File: src/verilog/ex_trace_config.svh
`ifndef EX_TRACE_CONFIG_SVH
`define EX_TRACE_CONFIG_SVH

// Width of every timestamp and of the free-running cycle counter
`define EX_TIME_W 32

// Width of the instruction tag carried through from decode
`define EX_TAG_W 8

// Records that can wait between decode and the execute tracker
`define EX_FIFO_DEPTH 4

// High runs kept per tracked signal, older runs are overwritten
`define EX_HIST_DEPTH 4

`endif

File: src/verilog/ex_trace_pkg.sv
`include "ex_trace_config.svh"

package ex_trace_pkg;

    // One instruction as it moves from decode through the execute tracker
    typedef struct packed {
        logic [`EX_TAG_W-1:0]  tag;
        logic                  pass_through;
        logic [`EX_TIME_W-1:0] id_end;
        logic [`EX_TIME_W-1:0] ex_start;
        logic [`EX_TIME_W-1:0] ex_end;
        logic                  mem_used;
        logic [`EX_TIME_W-1:0] mem_start;
        logic [`EX_TIME_W-1:0] mem_end;
    } trace_rec_t;

    // Measuring FSM of the execute tracker
    typedef enum logic [2:0] {
        IDLE,
        FETCH,
        EX_QUERY,
        EX_WAIT,
        MEM_QUERY,
        MEM_WAIT,
        EMIT
    } ex_state_t;

endpackage

File: src/verilog/history_query_if.sv
`timescale 1ns/1ps
`include "ex_trace_config.svh"

interface history_query_if ();

    // Current cycle count, used by the history to stamp edges
    logic [`EX_TIME_W-1:0] now;
    logic                  query;
    logic [`EX_TIME_W-1:0] bound;
    logic                  start_found;
    // Stays low while the matching run is still high
    logic                  end_found;
    logic [`EX_TIME_W-1:0] run_start;
    logic [`EX_TIME_W-1:0] run_end;

    modport requester (output now, output query, output bound,
                       input start_found, input end_found, input run_start, input run_end);

    modport responder (input now, input query, input bound,
                       output start_found, output end_found, output run_start, output run_end);

endinterface

File: src/verilog/trace_fifo_if.sv
`timescale 1ns/1ps

interface trace_fifo_if ();
    import ex_trace_pkg::*;

    logic       push;
    trace_rec_t push_rec;
    logic       pop;
    logic       not_empty;
    // Head entry, meaningful only while not_empty is high
    trace_rec_t head_rec;

    modport writer (output push, output push_rec);

    modport reader (output pop, input not_empty, input head_rec);

    modport fifo (input push, input push_rec, input pop, output not_empty, output head_rec);

endinterface
File: src/verilog/ex_trace_top.sv
`timescale 1ns/1ps
`include "ex_trace_config.svh"

module ex_trace_top
(
    input logic                   clk,
    input logic                   arst_n_i,
    input logic                   id_valid_i,
    input logic [`EX_TAG_W-1:0]   id_tag_i,
    input logic [`EX_TIME_W-1:0]  id_end_i,
    input logic                   id_pass_i,
    input logic                   ex_ready_i,
    input logic                   data_mem_req_i,
    output logic                  ex_valid_o,
    output logic [`EX_TAG_W-1:0]  ex_tag_o,
    output logic                  ex_pass_o,
    output logic [`EX_TIME_W-1:0] ex_start_o,
    output logic [`EX_TIME_W-1:0] ex_end_o,
    output logic                  mem_used_o,
    output logic [`EX_TIME_W-1:0] mem_start_o,
    output logic [`EX_TIME_W-1:0] mem_end_o,
    output logic                  id_overflow_o
);
    import ex_trace_pkg::*;

    trace_rec_t in_rec;
    trace_rec_t out_rec;

    trace_fifo_if    fifo_bus ();
    history_query_if ex_q ();
    history_query_if mem_q ();

    // Measured fields start at zero and are filled in by the tracker
    always_comb
    begin
        in_rec              = '0;
        in_rec.tag          = id_tag_i;
        in_rec.pass_through = id_pass_i;
        in_rec.id_end       = id_end_i;
    end

    assign fifo_bus.push     = id_valid_i;
    assign fifo_bus.push_rec = in_rec;

    trace_fifo record_fifo (
        .clk        (clk),
        .arst_n_i   (arst_n_i),
        .fifo_io    (fifo_bus.fifo),
        .overflow_o (id_overflow_o)
    );

    signal_history #(.DEPTH(`EX_HIST_DEPTH)) ex_ready_hist (
        .clk      (clk),
        .arst_n_i (arst_n_i),
        .level_i  (ex_ready_i),
        .q_io     (ex_q.responder)
    );

    signal_history #(.DEPTH(`EX_HIST_DEPTH)) mem_req_hist (
        .clk      (clk),
        .arst_n_i (arst_n_i),
        .level_i  (data_mem_req_i),
        .q_io     (mem_q.responder)
    );

    ex_tracker tracker (
        .clk         (clk),
        .arst_n_i    (arst_n_i),
        .fifo_io     (fifo_bus.reader),
        .ex_q_io     (ex_q.requester),
        .mem_q_io    (mem_q.requester),
        .out_valid_o (ex_valid_o),
        .out_rec_o   (out_rec)
    );

    assign ex_tag_o    = out_rec.tag;
    assign ex_pass_o   = out_rec.pass_through;
    assign ex_start_o  = out_rec.ex_start;
    assign ex_end_o    = out_rec.ex_end;
    assign mem_used_o  = out_rec.mem_used;
    assign mem_start_o = out_rec.mem_start;
    assign mem_end_o   = out_rec.mem_end;

endmodule

File: src/verilog/ex_tracker.sv
`timescale 1ns/1ps
`include "ex_trace_config.svh"

module ex_tracker
(
    input logic                       clk,
    input logic                       arst_n_i,
    trace_fifo_if.reader              fifo_io,
    history_query_if.requester        ex_q_io,
    history_query_if.requester        mem_q_io,
    output logic                      out_valid_o,
    output ex_trace_pkg::trace_rec_t  out_rec_o
);
    import ex_trace_pkg::*;

    ex_state_t             state;
    trace_rec_t            rec;
    logic [`EX_TIME_W-1:0] counter;
    // First cycle the next execute run may start in, one past the last ex_end
    logic [`EX_TIME_W-1:0] ex_floor;
    logic [`EX_TIME_W-1:0] id_floor;
    logic                  ex_done;
    logic                  mem_miss;
    logic                  mem_done;

    assign id_floor = rec.id_end + 1'b1;

    assign ex_q_io.now    = counter;
    assign ex_q_io.bound  = (id_floor > ex_floor) ? id_floor : ex_floor;
    // Keep asking while waiting so every answer reflects the latest edges
    assign ex_q_io.query  = (state == EX_QUERY) || (state == EX_WAIT);

    assign mem_q_io.now   = counter;
    assign mem_q_io.bound = rec.ex_start;
    assign mem_q_io.query = (state == MEM_QUERY) || (state == MEM_WAIT);

    assign fifo_io.pop  = (state == IDLE) && fifo_io.not_empty;
    assign out_valid_o  = (state == EMIT);
    assign out_rec_o    = rec;

    assign ex_done  = ex_q_io.start_found && ex_q_io.end_found;
    // No request run, or the first one begins after execute has finished
    assign mem_miss = !mem_q_io.start_found || (mem_q_io.run_start > rec.ex_end);
    assign mem_done = mem_q_io.end_found;

    always_ff @(posedge clk or negedge arst_n_i)
    begin
        if (!arst_n_i)
        begin
            state    <= IDLE;
            counter  <= '0;
            ex_floor <= '0;
        end
        else
        begin
            counter <= counter + 1'b1;
            case (state)
                IDLE:
                begin
                    if (fifo_io.not_empty)
                    begin
                        state <= FETCH;
                    end
                end
                FETCH:
                begin
                    state <= rec.pass_through ? EMIT : EX_QUERY;
                end
                EX_QUERY:
                begin
                    state <= EX_WAIT;
                end
                EX_WAIT:
                begin
                    if (ex_done)
                    begin
                        state <= MEM_QUERY;
                    end
                end
                MEM_QUERY:
                begin
                    state <= MEM_WAIT;
                end
                MEM_WAIT:
                begin
                    if (mem_miss || mem_done)
                    begin
                        state <= EMIT;
                    end
                end
                EMIT:
                begin
                    // Pass-through records carry no execute run
                    if (!rec.pass_through)
                    begin
                        ex_floor <= rec.ex_end + 1'b1;
                    end
                    state <= IDLE;
                end
                default:
                begin
                    state <= IDLE;
                end
            endcase
        end
    end

    always_ff @(posedge clk)
    begin
        case (state)
            IDLE:
            begin
                if (fifo_io.not_empty)
                begin
                    rec <= fifo_io.head_rec;
                end
            end
            EX_WAIT:
            begin
                if (ex_done)
                begin
                    rec.ex_start <= ex_q_io.run_start;
                    rec.ex_end   <= ex_q_io.run_end;
                end
            end
            MEM_WAIT:
            begin
                if (mem_miss)
                begin
                    rec.mem_used  <= 1'b0;
                    rec.mem_start <= '0;
                    rec.mem_end   <= '0;
                end
                else if (mem_done)
                begin
                    rec.mem_used  <= 1'b1;
                    rec.mem_start <= mem_q_io.run_start;
                    rec.mem_end   <= mem_q_io.run_end;
                end
            end
            default:
            begin
            end
        endcase
    end

endmodule

File: src/verilog/signal_history.sv
`timescale 1ns/1ps
`include "ex_trace_config.svh"

module signal_history
#(
    parameter int DEPTH = `EX_HIST_DEPTH
)
(
    input logic                clk,
    input logic                arst_n_i,
    input logic                level_i,
    history_query_if.responder q_io
);

    localparam int IDX_W = $clog2(DEPTH);

    logic [`EX_TIME_W-1:0] run_start_q [DEPTH];
    logic [`EX_TIME_W-1:0] run_end_q [DEPTH];
    logic [DEPTH-1:0]      run_valid;
    logic [DEPTH-1:0]      run_closed;
    logic [IDX_W-1:0]      wr_ptr;
    logic [IDX_W-1:0]      last_idx;
    logic                  level_q;
    logic                  rise;
    logic                  fall;
    logic                  hit;
    logic [IDX_W-1:0]      hit_idx;

    assign rise = level_i && !level_q;
    assign fall = !level_i && level_q;

    // The entry at wr_ptr is the oldest run and is the one a new rise replaces
    always_ff @(posedge clk or negedge arst_n_i)
    begin
        if (!arst_n_i)
        begin
            level_q    <= 1'b0;
            wr_ptr     <= '0;
            last_idx   <= '0;
            run_valid  <= '0;
            run_closed <= '0;
        end
        else
        begin
            level_q <= level_i;
            if (rise)
            begin
                run_valid[wr_ptr]  <= 1'b1;
                run_closed[wr_ptr] <= 1'b0;
                last_idx           <= wr_ptr;
                wr_ptr             <= (wr_ptr == IDX_W'(DEPTH - 1)) ? '0 : wr_ptr + 1'b1;
            end
            if (fall)
            begin
                run_closed[last_idx] <= 1'b1;
            end
        end
    end

    // A fall is seen one cycle after the last high cycle
    always_ff @(posedge clk)
    begin
        if (rise)
        begin
            run_start_q[wr_ptr] <= q_io.now;
        end
        if (fall)
        begin
            run_end_q[last_idx] <= q_io.now - 1'b1;
        end
    end

    // Walk the ring from oldest to newest and take the first run at or after bound
    always_comb
    begin : scan_ring
        logic [IDX_W-1:0] idx;
        hit     = 1'b0;
        hit_idx = '0;
        idx     = wr_ptr;
        for (int i = 0; i < DEPTH; i++)
        begin
            if (!hit && run_valid[idx] && (run_start_q[idx] >= q_io.bound))
            begin
                hit     = 1'b1;
                hit_idx = idx;
            end
            idx = (idx == IDX_W'(DEPTH - 1)) ? '0 : idx + 1'b1;
        end
    end

    always_ff @(posedge clk or negedge arst_n_i)
    begin
        if (!arst_n_i)
        begin
            q_io.start_found <= 1'b0;
            q_io.end_found   <= 1'b0;
        end
        else if (q_io.query)
        begin
            q_io.start_found <= hit;
            q_io.end_found   <= hit && run_closed[hit_idx];
        end
    end

    always_ff @(posedge clk)
    begin
        if (q_io.query)
        begin
            q_io.run_start <= run_start_q[hit_idx];
            q_io.run_end   <= run_closed[hit_idx] ? run_end_q[hit_idx] : '0;
        end
    end

endmodule

File: src/verilog/trace_fifo.sv
`timescale 1ns/1ps
`include "ex_trace_config.svh"

module trace_fifo
(
    input logic        clk,
    input logic        arst_n_i,
    trace_fifo_if.fifo fifo_io,
    output logic       overflow_o
);
    import ex_trace_pkg::*;

    localparam int DEPTH = `EX_FIFO_DEPTH;
    localparam int PTR_W = $clog2(DEPTH);
    localparam int CNT_W = $clog2(DEPTH + 1);

    trace_rec_t       mem [DEPTH];
    logic [PTR_W-1:0] rd_ptr;
    logic [PTR_W-1:0] wr_ptr;
    logic [CNT_W-1:0] count;
    logic             full;
    logic             do_push;
    logic             do_pop;

    function automatic logic [PTR_W-1:0] next_ptr(input logic [PTR_W-1:0] ptr);
        if (ptr == PTR_W'(DEPTH - 1))
        begin
            return '0;
        end
        return ptr + 1'b1;
    endfunction

    assign full    = (count == CNT_W'(DEPTH));
    // Pushes into a full buffer are lost, the overflow flag records it
    assign do_push = fifo_io.push && !full;
    assign do_pop  = fifo_io.pop && fifo_io.not_empty;

    assign fifo_io.not_empty = (count != '0);
    assign fifo_io.head_rec  = mem[rd_ptr];

    always_ff @(posedge clk or negedge arst_n_i)
    begin
        if (!arst_n_i)
        begin
            rd_ptr     <= '0;
            wr_ptr     <= '0;
            count      <= '0;
            overflow_o <= 1'b0;
        end
        else
        begin
            if (do_push)
            begin
                wr_ptr <= next_ptr(wr_ptr);
            end
            if (do_pop)
            begin
                rd_ptr <= next_ptr(rd_ptr);
            end
            if (do_push && !do_pop)
            begin
                count <= count + 1'b1;
            end
            else if (do_pop && !do_push)
            begin
                count <= count - 1'b1;
            end
            if (fifo_io.push && full)
            begin
                overflow_o <= 1'b1;
            end
        end
    end

    always_ff @(posedge clk)
    begin
        if (do_push)
        begin
            mem[wr_ptr] <= fifo_io.push_rec;
        end
    end

endmodule

File: config.mk
export PLATFORM = sky130hd
export DESIGN_NAME = ex_trace_top
export DESIGN_NICKNAME = d
export VERILOG_FILES = /design/src/verilog/ex_trace_pkg.sv /design/src/verilog/history_query_if.sv /design/src/verilog/trace_fifo_if.sv /design/src/verilog/ex_trace_top.sv /design/src/verilog/ex_tracker.sv /design/src/verilog/signal_history.sv /design/src/verilog/trace_fifo.sv
export VERILOG_INCLUDE_DIRS = /design/src /design/src/verilog
export SDC_FILE = /design/constraint.sdc
export NUM_CORES = 2
export LEC_CHECK = 0
export BUFFER_PORTS_ARGS = -buffer_cell sky130_fd_sc_hd__buf_4
export CORE_MARGIN = 5
export CORE_UTILIZATION = 30
export CTS_CLUSTER_SIZE = 12
export DETAILED_ROUTE_END_ITERATION = 8
export PLACE_DENSITY_LB_ADDON = 0.12
export SKIP_CTS_REPAIR_TIMING = 1
export SKIP_LAST_GASP = 1
export SLEW_MARGIN = 0
export SYNTH_ARGS = -nofsm -noshare
export SYNTH_HDL_FRONTEND = slang
export SYNTH_SLANG_ARGS = --single-unit
export TNS_END_PERCENT = 20
File: constraint.sdc
create_clock -name clk -period 12.6 [get_ports clk]
set_input_delay 0.63 -clock clk [delete_from_list [all_inputs] [get_ports clk]]
set_output_delay 0.63 -clock clk [all_outputs]
set_load 0.005 [all_outputs]
**Yosys cells after proc, flatten, opt, wreduce, memory -nomap -nowiden**

Memory sizes are Yosys's and may differ from the RTL's. A register that Yosys moved wholly into a read port is not among the register bits.
Cells that the tools add are included.

- Flip-flop bits (word level): 234
- Memory bits (writable): 676
- Output and inout bits: 140
- Word-level logic and storage cells: 246
- Memories: 5

- Add/subtract/negate cells: 14
- Magnitude comparators: 26
- Eq/ne operators: 19
- Muxes and demuxes: 86
- Bitwise gates (word level): 9
- Reductions and logical operators: 61

Memory list:

| name | words | width | read ports | clocked after Yosys merged registers in | write ports | RTL line | source |
|---|---|---|---|---|---|---|---|
| record_fifo.mem | 4 | 41 | 1 | 1 | 1 | trace_fifo.sv:17 | `trace_rec_t mem [DEPTH];` |
| ex_ready_hist.run_end_q | 4 | 32 | 1 | 1 | 1 | signal_history.sv:18 | `` logic [`EX_TIME_W-1:0] run_end_q [DEPTH]; `` |
| ex_ready_hist.run_start_q | 4 | 32 | 5 | 1 | 1 | signal_history.sv:17 | `` logic [`EX_TIME_W-1:0] run_start_q [DEPTH]; `` |
| mem_req_hist.run_end_q | 4 | 32 | 1 | 1 | 1 | signal_history.sv:18 |  |
| mem_req_hist.run_start_q | 4 | 32 | 5 | 1 | 1 | signal_history.sv:17 |  |

Operator list:

| cell | count |
|---|---|
| $ge 32x32->1 | 8 |
| $mux 65 | 2 |
| $pmux 65 s2 | 1 |
| $mux 129 | 1 |
| $pmux 64 s2 | 1 |
| $add 32x1->32 const B | 3 |
| $gt 32x32->1 | 2 |
| $mux 64 | 1 |
| $lt 2x3->1 const B | 12 |
| $mux 1 | 36 |
| $mux 2 | 18 |
| $mux 32 | 1 |
| $sub 32x1->32 const B | 1 |
| $logic_and 1x1->1 | 31 |
| $bmux 1 s2 | 10 |
| $mux 3 | 6 |
| $pmux 3 s6 | 1 |
| $add 2x1->2 const B | 8 |
| $eq 2x2->1 const B | 8 |
| $logic_not 1->1 | 16 |
| $mux 4 | 4 |
| $or 4x4->4 | 4 |
| $eq 3x3->1 const B | 4 |
| $reduce_and 3->1 | 3 |
| other kinds (17) | 33 |

**Depth between registers and ports, before layout**

- Word-level depth: 21
- Gate-level depth with buffers: 31
- Depth with buffers taken out: 28

**Cells and area by module**

Synthesis repeated with hierarchy kept, for this count alone.

- Cell total of the unflattened synthesis: 4,969
- Area total of the unflattened synthesis: 76,050.4 um2

By module, submodules not included:

| module | instances | cells each | area each (um2) |
|---|---|---|---|
| trace_fifo | 1 | 927 | 24,948.9 |
| signal_history at mem_req_hist | 1 | 1,588 | 19,396.1 |
| signal_history at ex_ready_hist | 1 | 1,393 | 18,966.9 |
| ex_tracker | 1 | 1,060 | 12,734.7 |
| ex_trace_top | 1 | 1 | 3.8 |

**Least setup slack after synthesis**

OpenSTA, ideal clock, no wires.

- Path kind: register -> register
- From: reg tracker.rec, in the netlist tracker.out_rec_o[131]
- To: reg ex_ready_hist.q_io.run_end[14], read port of ex_ready_hist.run_end_q (data pin)
- Setup time: 0.283 ns
- Arrival time: 7.111 ns
- Data required time: 12.317 ns
- Slack: 5.206 ns
- Stages on the path, launching flop included: 31
- Clock period less this slack: 7.394 ns
- Cell sequence: edfxtp_1 and3_1 nand3_1 or3_1 nor2_1 nand2_1 nor3_1 xor2_1 ha_1 nand4_1 nor3_1 a22oi_1 nand3_1 o21ai_1 clkbuf_1 mux2i_1 ha_1 a21o_1 a21o_1 a21o_1 a2111oi_2 o21ai_1 a221o_1 a21o_1 or2_1 o41ai_4 buf_6 buf_4 mux2_1 nor2_1 a211oi_2

- Word-level cells in the longest chain between the ends: 21
- Elaborated cells on any way between the ends: 27

Ends and longest elaborated chain:

| item | RTL line | source |
|---|---|---|
| from (decl) | ex_tracker.sv:17 | `trace_rec_t rec;` |
| from (signal assigned) | ex_tracker.sv:115 | `rec <= fifo_io.head_rec;` |
| $add 32x1->32 * | ex_tracker.sv:26 | `assign id_floor = rec.id_end + 1'b1;` |
| $gt 32x32->1 | ex_tracker.sv:29 | `assign ex_q_io.bound = (id_floor > ex_floor) ? id_floor : ex_floor;` |
| $mux 32 * | ex_tracker.sv:29 |  |
| $ge 32x32->1 | signal_history.sv:82 | `if (!hit && run_valid[idx] && (run_start_q[idx] >= q_io.bound))` |
| $logic_and 1x1->1 | signal_history.sv:82 |  |
| $mux 1 | signal_history.sv:82 |  |
| $logic_not 1->1 | signal_history.sv:82 |  |
| $logic_and 1x1->1 (2 in a row) | signal_history.sv:82 |  |
| [2 not listed] | - |  |
| $logic_and 1x1->1 (2 in a row) | signal_history.sv:82 |  |
| $mux 1 | signal_history.sv:82 |  |
| $logic_not 1->1 | signal_history.sv:82 |  |
| $logic_and 1x1->1 (2 in a row) | signal_history.sv:82 |  |
| $mux 2 * | signal_history.sv:82 |  |
| $bmux 1 s2 | signal_history.sv:110 | `q_io.run_end <= run_closed[hit_idx] ? run_end_q[hit_idx] : '0;` |
| $mux 1 (implied by the code) | signal_history.sv:110 |  |
| $logic_not 1->1 (no line) | - |  |
| to (decl) | history_query_if.sv:20 | `output start_found, output end_found, output run_start, output run_end);` |

Mark *: on every way between the ends. The rest lies on a longest branch, timed or not. The select of a mux whose other input is x is not followed.
A chain may end at the register's enable or synchronous reset.

**Worst setup path after layout**

- From: reg tracker.rec, in the netlist tracker.out_rec_o[132]
- To: reg ex_ready_hist.q_io.run_end[11], read port of ex_ready_hist.run_end_q (data pin)

Same word-level chain as after synthesis.

==> impl_metrics.yaml <==
placement:
  dp_slack_ns: 2.63
  hpwl_um: 126000
  io_buffer_count: 185
  place_area_um2: 59800
  routabilityCongestion: 0.853
clock_tree:
  cts_tree: "done"
  cts_sinks: 1079
  root_buffer: "clkbuf_16"
  clk_path_buf_depth: 3
  insertion_delay_ns: 0.77
  htree_levels: 4
  numCtsBuffers: 131
  clk_pin_slew_ns: 0.06
sta:
  finalCriticalPeriod_ns: 9.94
  relSlewSlack: 0.0150
  fmax_mhz: 101
  fin_skew_ns: 0.0327
  worst_pin_slew_ns: 1.46
  fin_setup_tns_ns: 0
  grt_setup_unrepaired: "no"
  post-route-period-util: 0.789
  maxSlewViolCount: 0
  fin_ws_ns: 2.66
  final_hold_viol_count: 0
  setup_viol: 0
global_routing:
  first_global_vias: 34100
  grt_pass1_wl_um: 254000
  track_usage: 0.177
  antenna_found_initial: 10
  grt_max_degree: 115
  grt_overflow_total: 0
logic_synthesis:
  synthesis.area_um2: 56300
  synth_seq_cells: 1079
  synth_area_leaders: "edfxtp_1, ha_1, mux2i_1"
  yosys.area.top_type_share: 0.519
  syn_nets: 4346
  synth_edf_count: 974
  avgSynthCellArea_um2: 14.2
  ys_types: 71
  synthArstFlopShare: 0.0973
  synth-main-ff-cell: "edfxtp_1"
  ys_seq_area_frac: 0.566
  syn_inst: 3965
  synth_top_area_cell: "edfxtp_1"
  yosys_warnings: 0
layout:
  area_growth_syn_to_layout_pct: 13.8
  stdcell_area_um2: 64100
  fill_cells: 18200
  drive_above_1_share: 0.202
  nNetsFinal: 4434
setup_path:
  slowest_delay_ns: 0.80
  path_max_fanout: 53
  slowest_stage: "nor3_1"
  crit_path_end_kind: "flip-flop"
  arrival_ns: 10.41
  crit_path_start_kind: "flip-flop"
  critical_path_class: "flip-flop to flip-flop"
  cp.required_ns: 13.07
  crit_top_cell: "a21o_1"
detailed_routing:
  wl_per_cell_um: 26.6
  drt_first_pass_iters: 5
  route.met3.wl_um: 6210
  viasPerCell: 5.01
  vias: 33400
  postRouteAntennaNets: 0
  drt_iter0_markers: 2057
  wl_met1_um: 79100
  drc_errors: 0
  finalWirelength_um: 177000
  highest_layer: "met4"
  wl_met2_um: 88100
floorplanning:
  fp.dieH_um: 443
  die_w_um: 443
  dieArea_um2: 197000
  rows: 159
  core_um2: 187000
  start_util: 0.301
  io_pins: 186
hold_path:
  hold_path_class: "primary input to flip-flop"
status:
  failed_checks: "capacitance limit"
  status: "finished with violations"
job:
  max_cap_violations: 1
[flip-flops by register name, indices dropped and copies added, names as in the netlist, 3 cells and up]
name and cells:
tracker.mem_q_io.bound 32, ex_ready_hist.q_io.run_end 32, mem_req_hist.run_end_q 128, ex_ready_hist.q_io.run_start 32, record_fifo.count 3, tracker.state 3, mem_req_hist.run_start_q 128, tracker.out_rec_o 138
ex_ready_hist.run_closed 4, record_fifo.mem 164, tracker.ex_q_io.now 32, ex_ready_hist.run_valid 4, ex_ready_hist.run_end_q 128, mem_req_hist.q_io.run_start 32, mem_req_hist.q_io.run_end 32, mem_req_hist.run_valid 4
mem_req_hist.run_closed 4, tracker.ex_floor 32, ex_ready_hist.run_start_q 128
[logic make-up (layout without fill, tap and decap cells)]
logic type	after synthesis	count (layout)	synth area share
DFF	1079	1079	0.566
and+or+nand+nor	759	759	0.0686
muxes	729	729	0.173
AOI/OAI and AO/OA	487	487	0.0582
buffers and inverters	455	642	0.0417
adders and majority gates	335	335	0.0745
xor gates and xnor gates	121	121	0.0188
other	0	7	0
[per-stage QoR]
step / hold WS (ns) / instances / utilization
2_1_floorplan: 0.334 / 3965 / -
3_3_place_gp: 0.460 / 6413 / 0.319
3_5_place_dp: 0.464 / 6413 / 0.319
4_1_cts: -0.236 / 6645 / 0.342
5_1_grt: 0.0214 / 6648 / 0.342
6_report: 0.0664 / 6654 / 0.342
[cells in the final DEF, fill, tap and decap left out, drive strengths merged, types with 87 or more instances in the layout]
cell,Yosys,routed
mux2,138,138
clkbuf,102,175
inv,138,146
mux2i,411,411
nand2,104,104
nor2,237,237
mux4,180,180
a21oi,176,176
dfrtp,105,105
a21o,87,87
ha,334,334
edfxtp,974,974
buf,215,270
[routing by layer]
metal  vias to the layer above  track usage
met3                       162       0.0244
met4                         0       0.0391
li1                      15300            -
met2                       593        0.308
met5                         -            0
met1                     17300        0.235
[synth_stat cells, types with 9 or more instances]
library cell and count:
a211oi_1 48, a211oi_2 30, a21o_1 87, a21oi_1 176, and2_1 70, and3_1 86
buf_1 45, buf_2 13, buf_4 148, buf_6 9, clkbuf_1 101, dfrtp_1 105
edfxtp_1 974, ha_1 334, inv_1 138, mux2_1 18, mux2_2 120, mux2i_1 411
mux4_2 180, nand2_1 104, nand2b_1 27, nand3_1 49, nand4_1 66, nor2_1 237
nor2b_1 17, nor3_1 35, nor4_1 15, o21a_1 10, o21ai_0 71, or3_1 10
or4_1 10, xnor2_1 75, xor2_1 46
[critical path, delay by kind of cell (launching register included)]
kind | cells | cell delay, ns
flops | 1 | 0.39
compound gates | 11 | 2.89
buf+inv | 3 | 1.74
mux | 2 | 0.89
xor+xnor | 1 | 0.27
simple gates | 11 | 2.69
fa+ha+maj | 2 | 0.64
[final timing paths]
path                                             start                              to  slack [ns]  cells after the start
worst min register to register  record_fifo.overflow_o          record_fifo.overflow_o        0.47                      1
max in group asynchronous                     arst_n_i          mem_req_hist.wr_ptr[0]       10.71                      3
worst min-delay path                        ex_ready_i           ex_ready_hist.level_q        0.07                      1
worst max register to register  tracker.out_rec_o[132]  ex_ready_hist.q_io.run_end[11]        2.66                     30
worst max-delay path            tracker.out_rec_o[132]  ex_ready_hist.q_io.run_end[11]        2.66                     30
min in group asynchronous                     arst_n_i     mem_req_hist.q_io.end_found        0.36                      2
[area by class of cell]
cell class	instances	area, um^2	area share
diodes	7	17.5	0.000273
clock buffers	175	3590	0.0560
clock inverters	57	644	0.0101
inverters	138	524	0.00818
multi-input cells	2431	22200	0.347
flip-flops and latches	1079	31900	0.497
well taps	2495	3120	0.0487
repair buffers	272	2080	0.0324
Power is left out: the tool's default activity adds up to more than one toggle a clock period on the data nets, which glitch-free logic cannot reach.
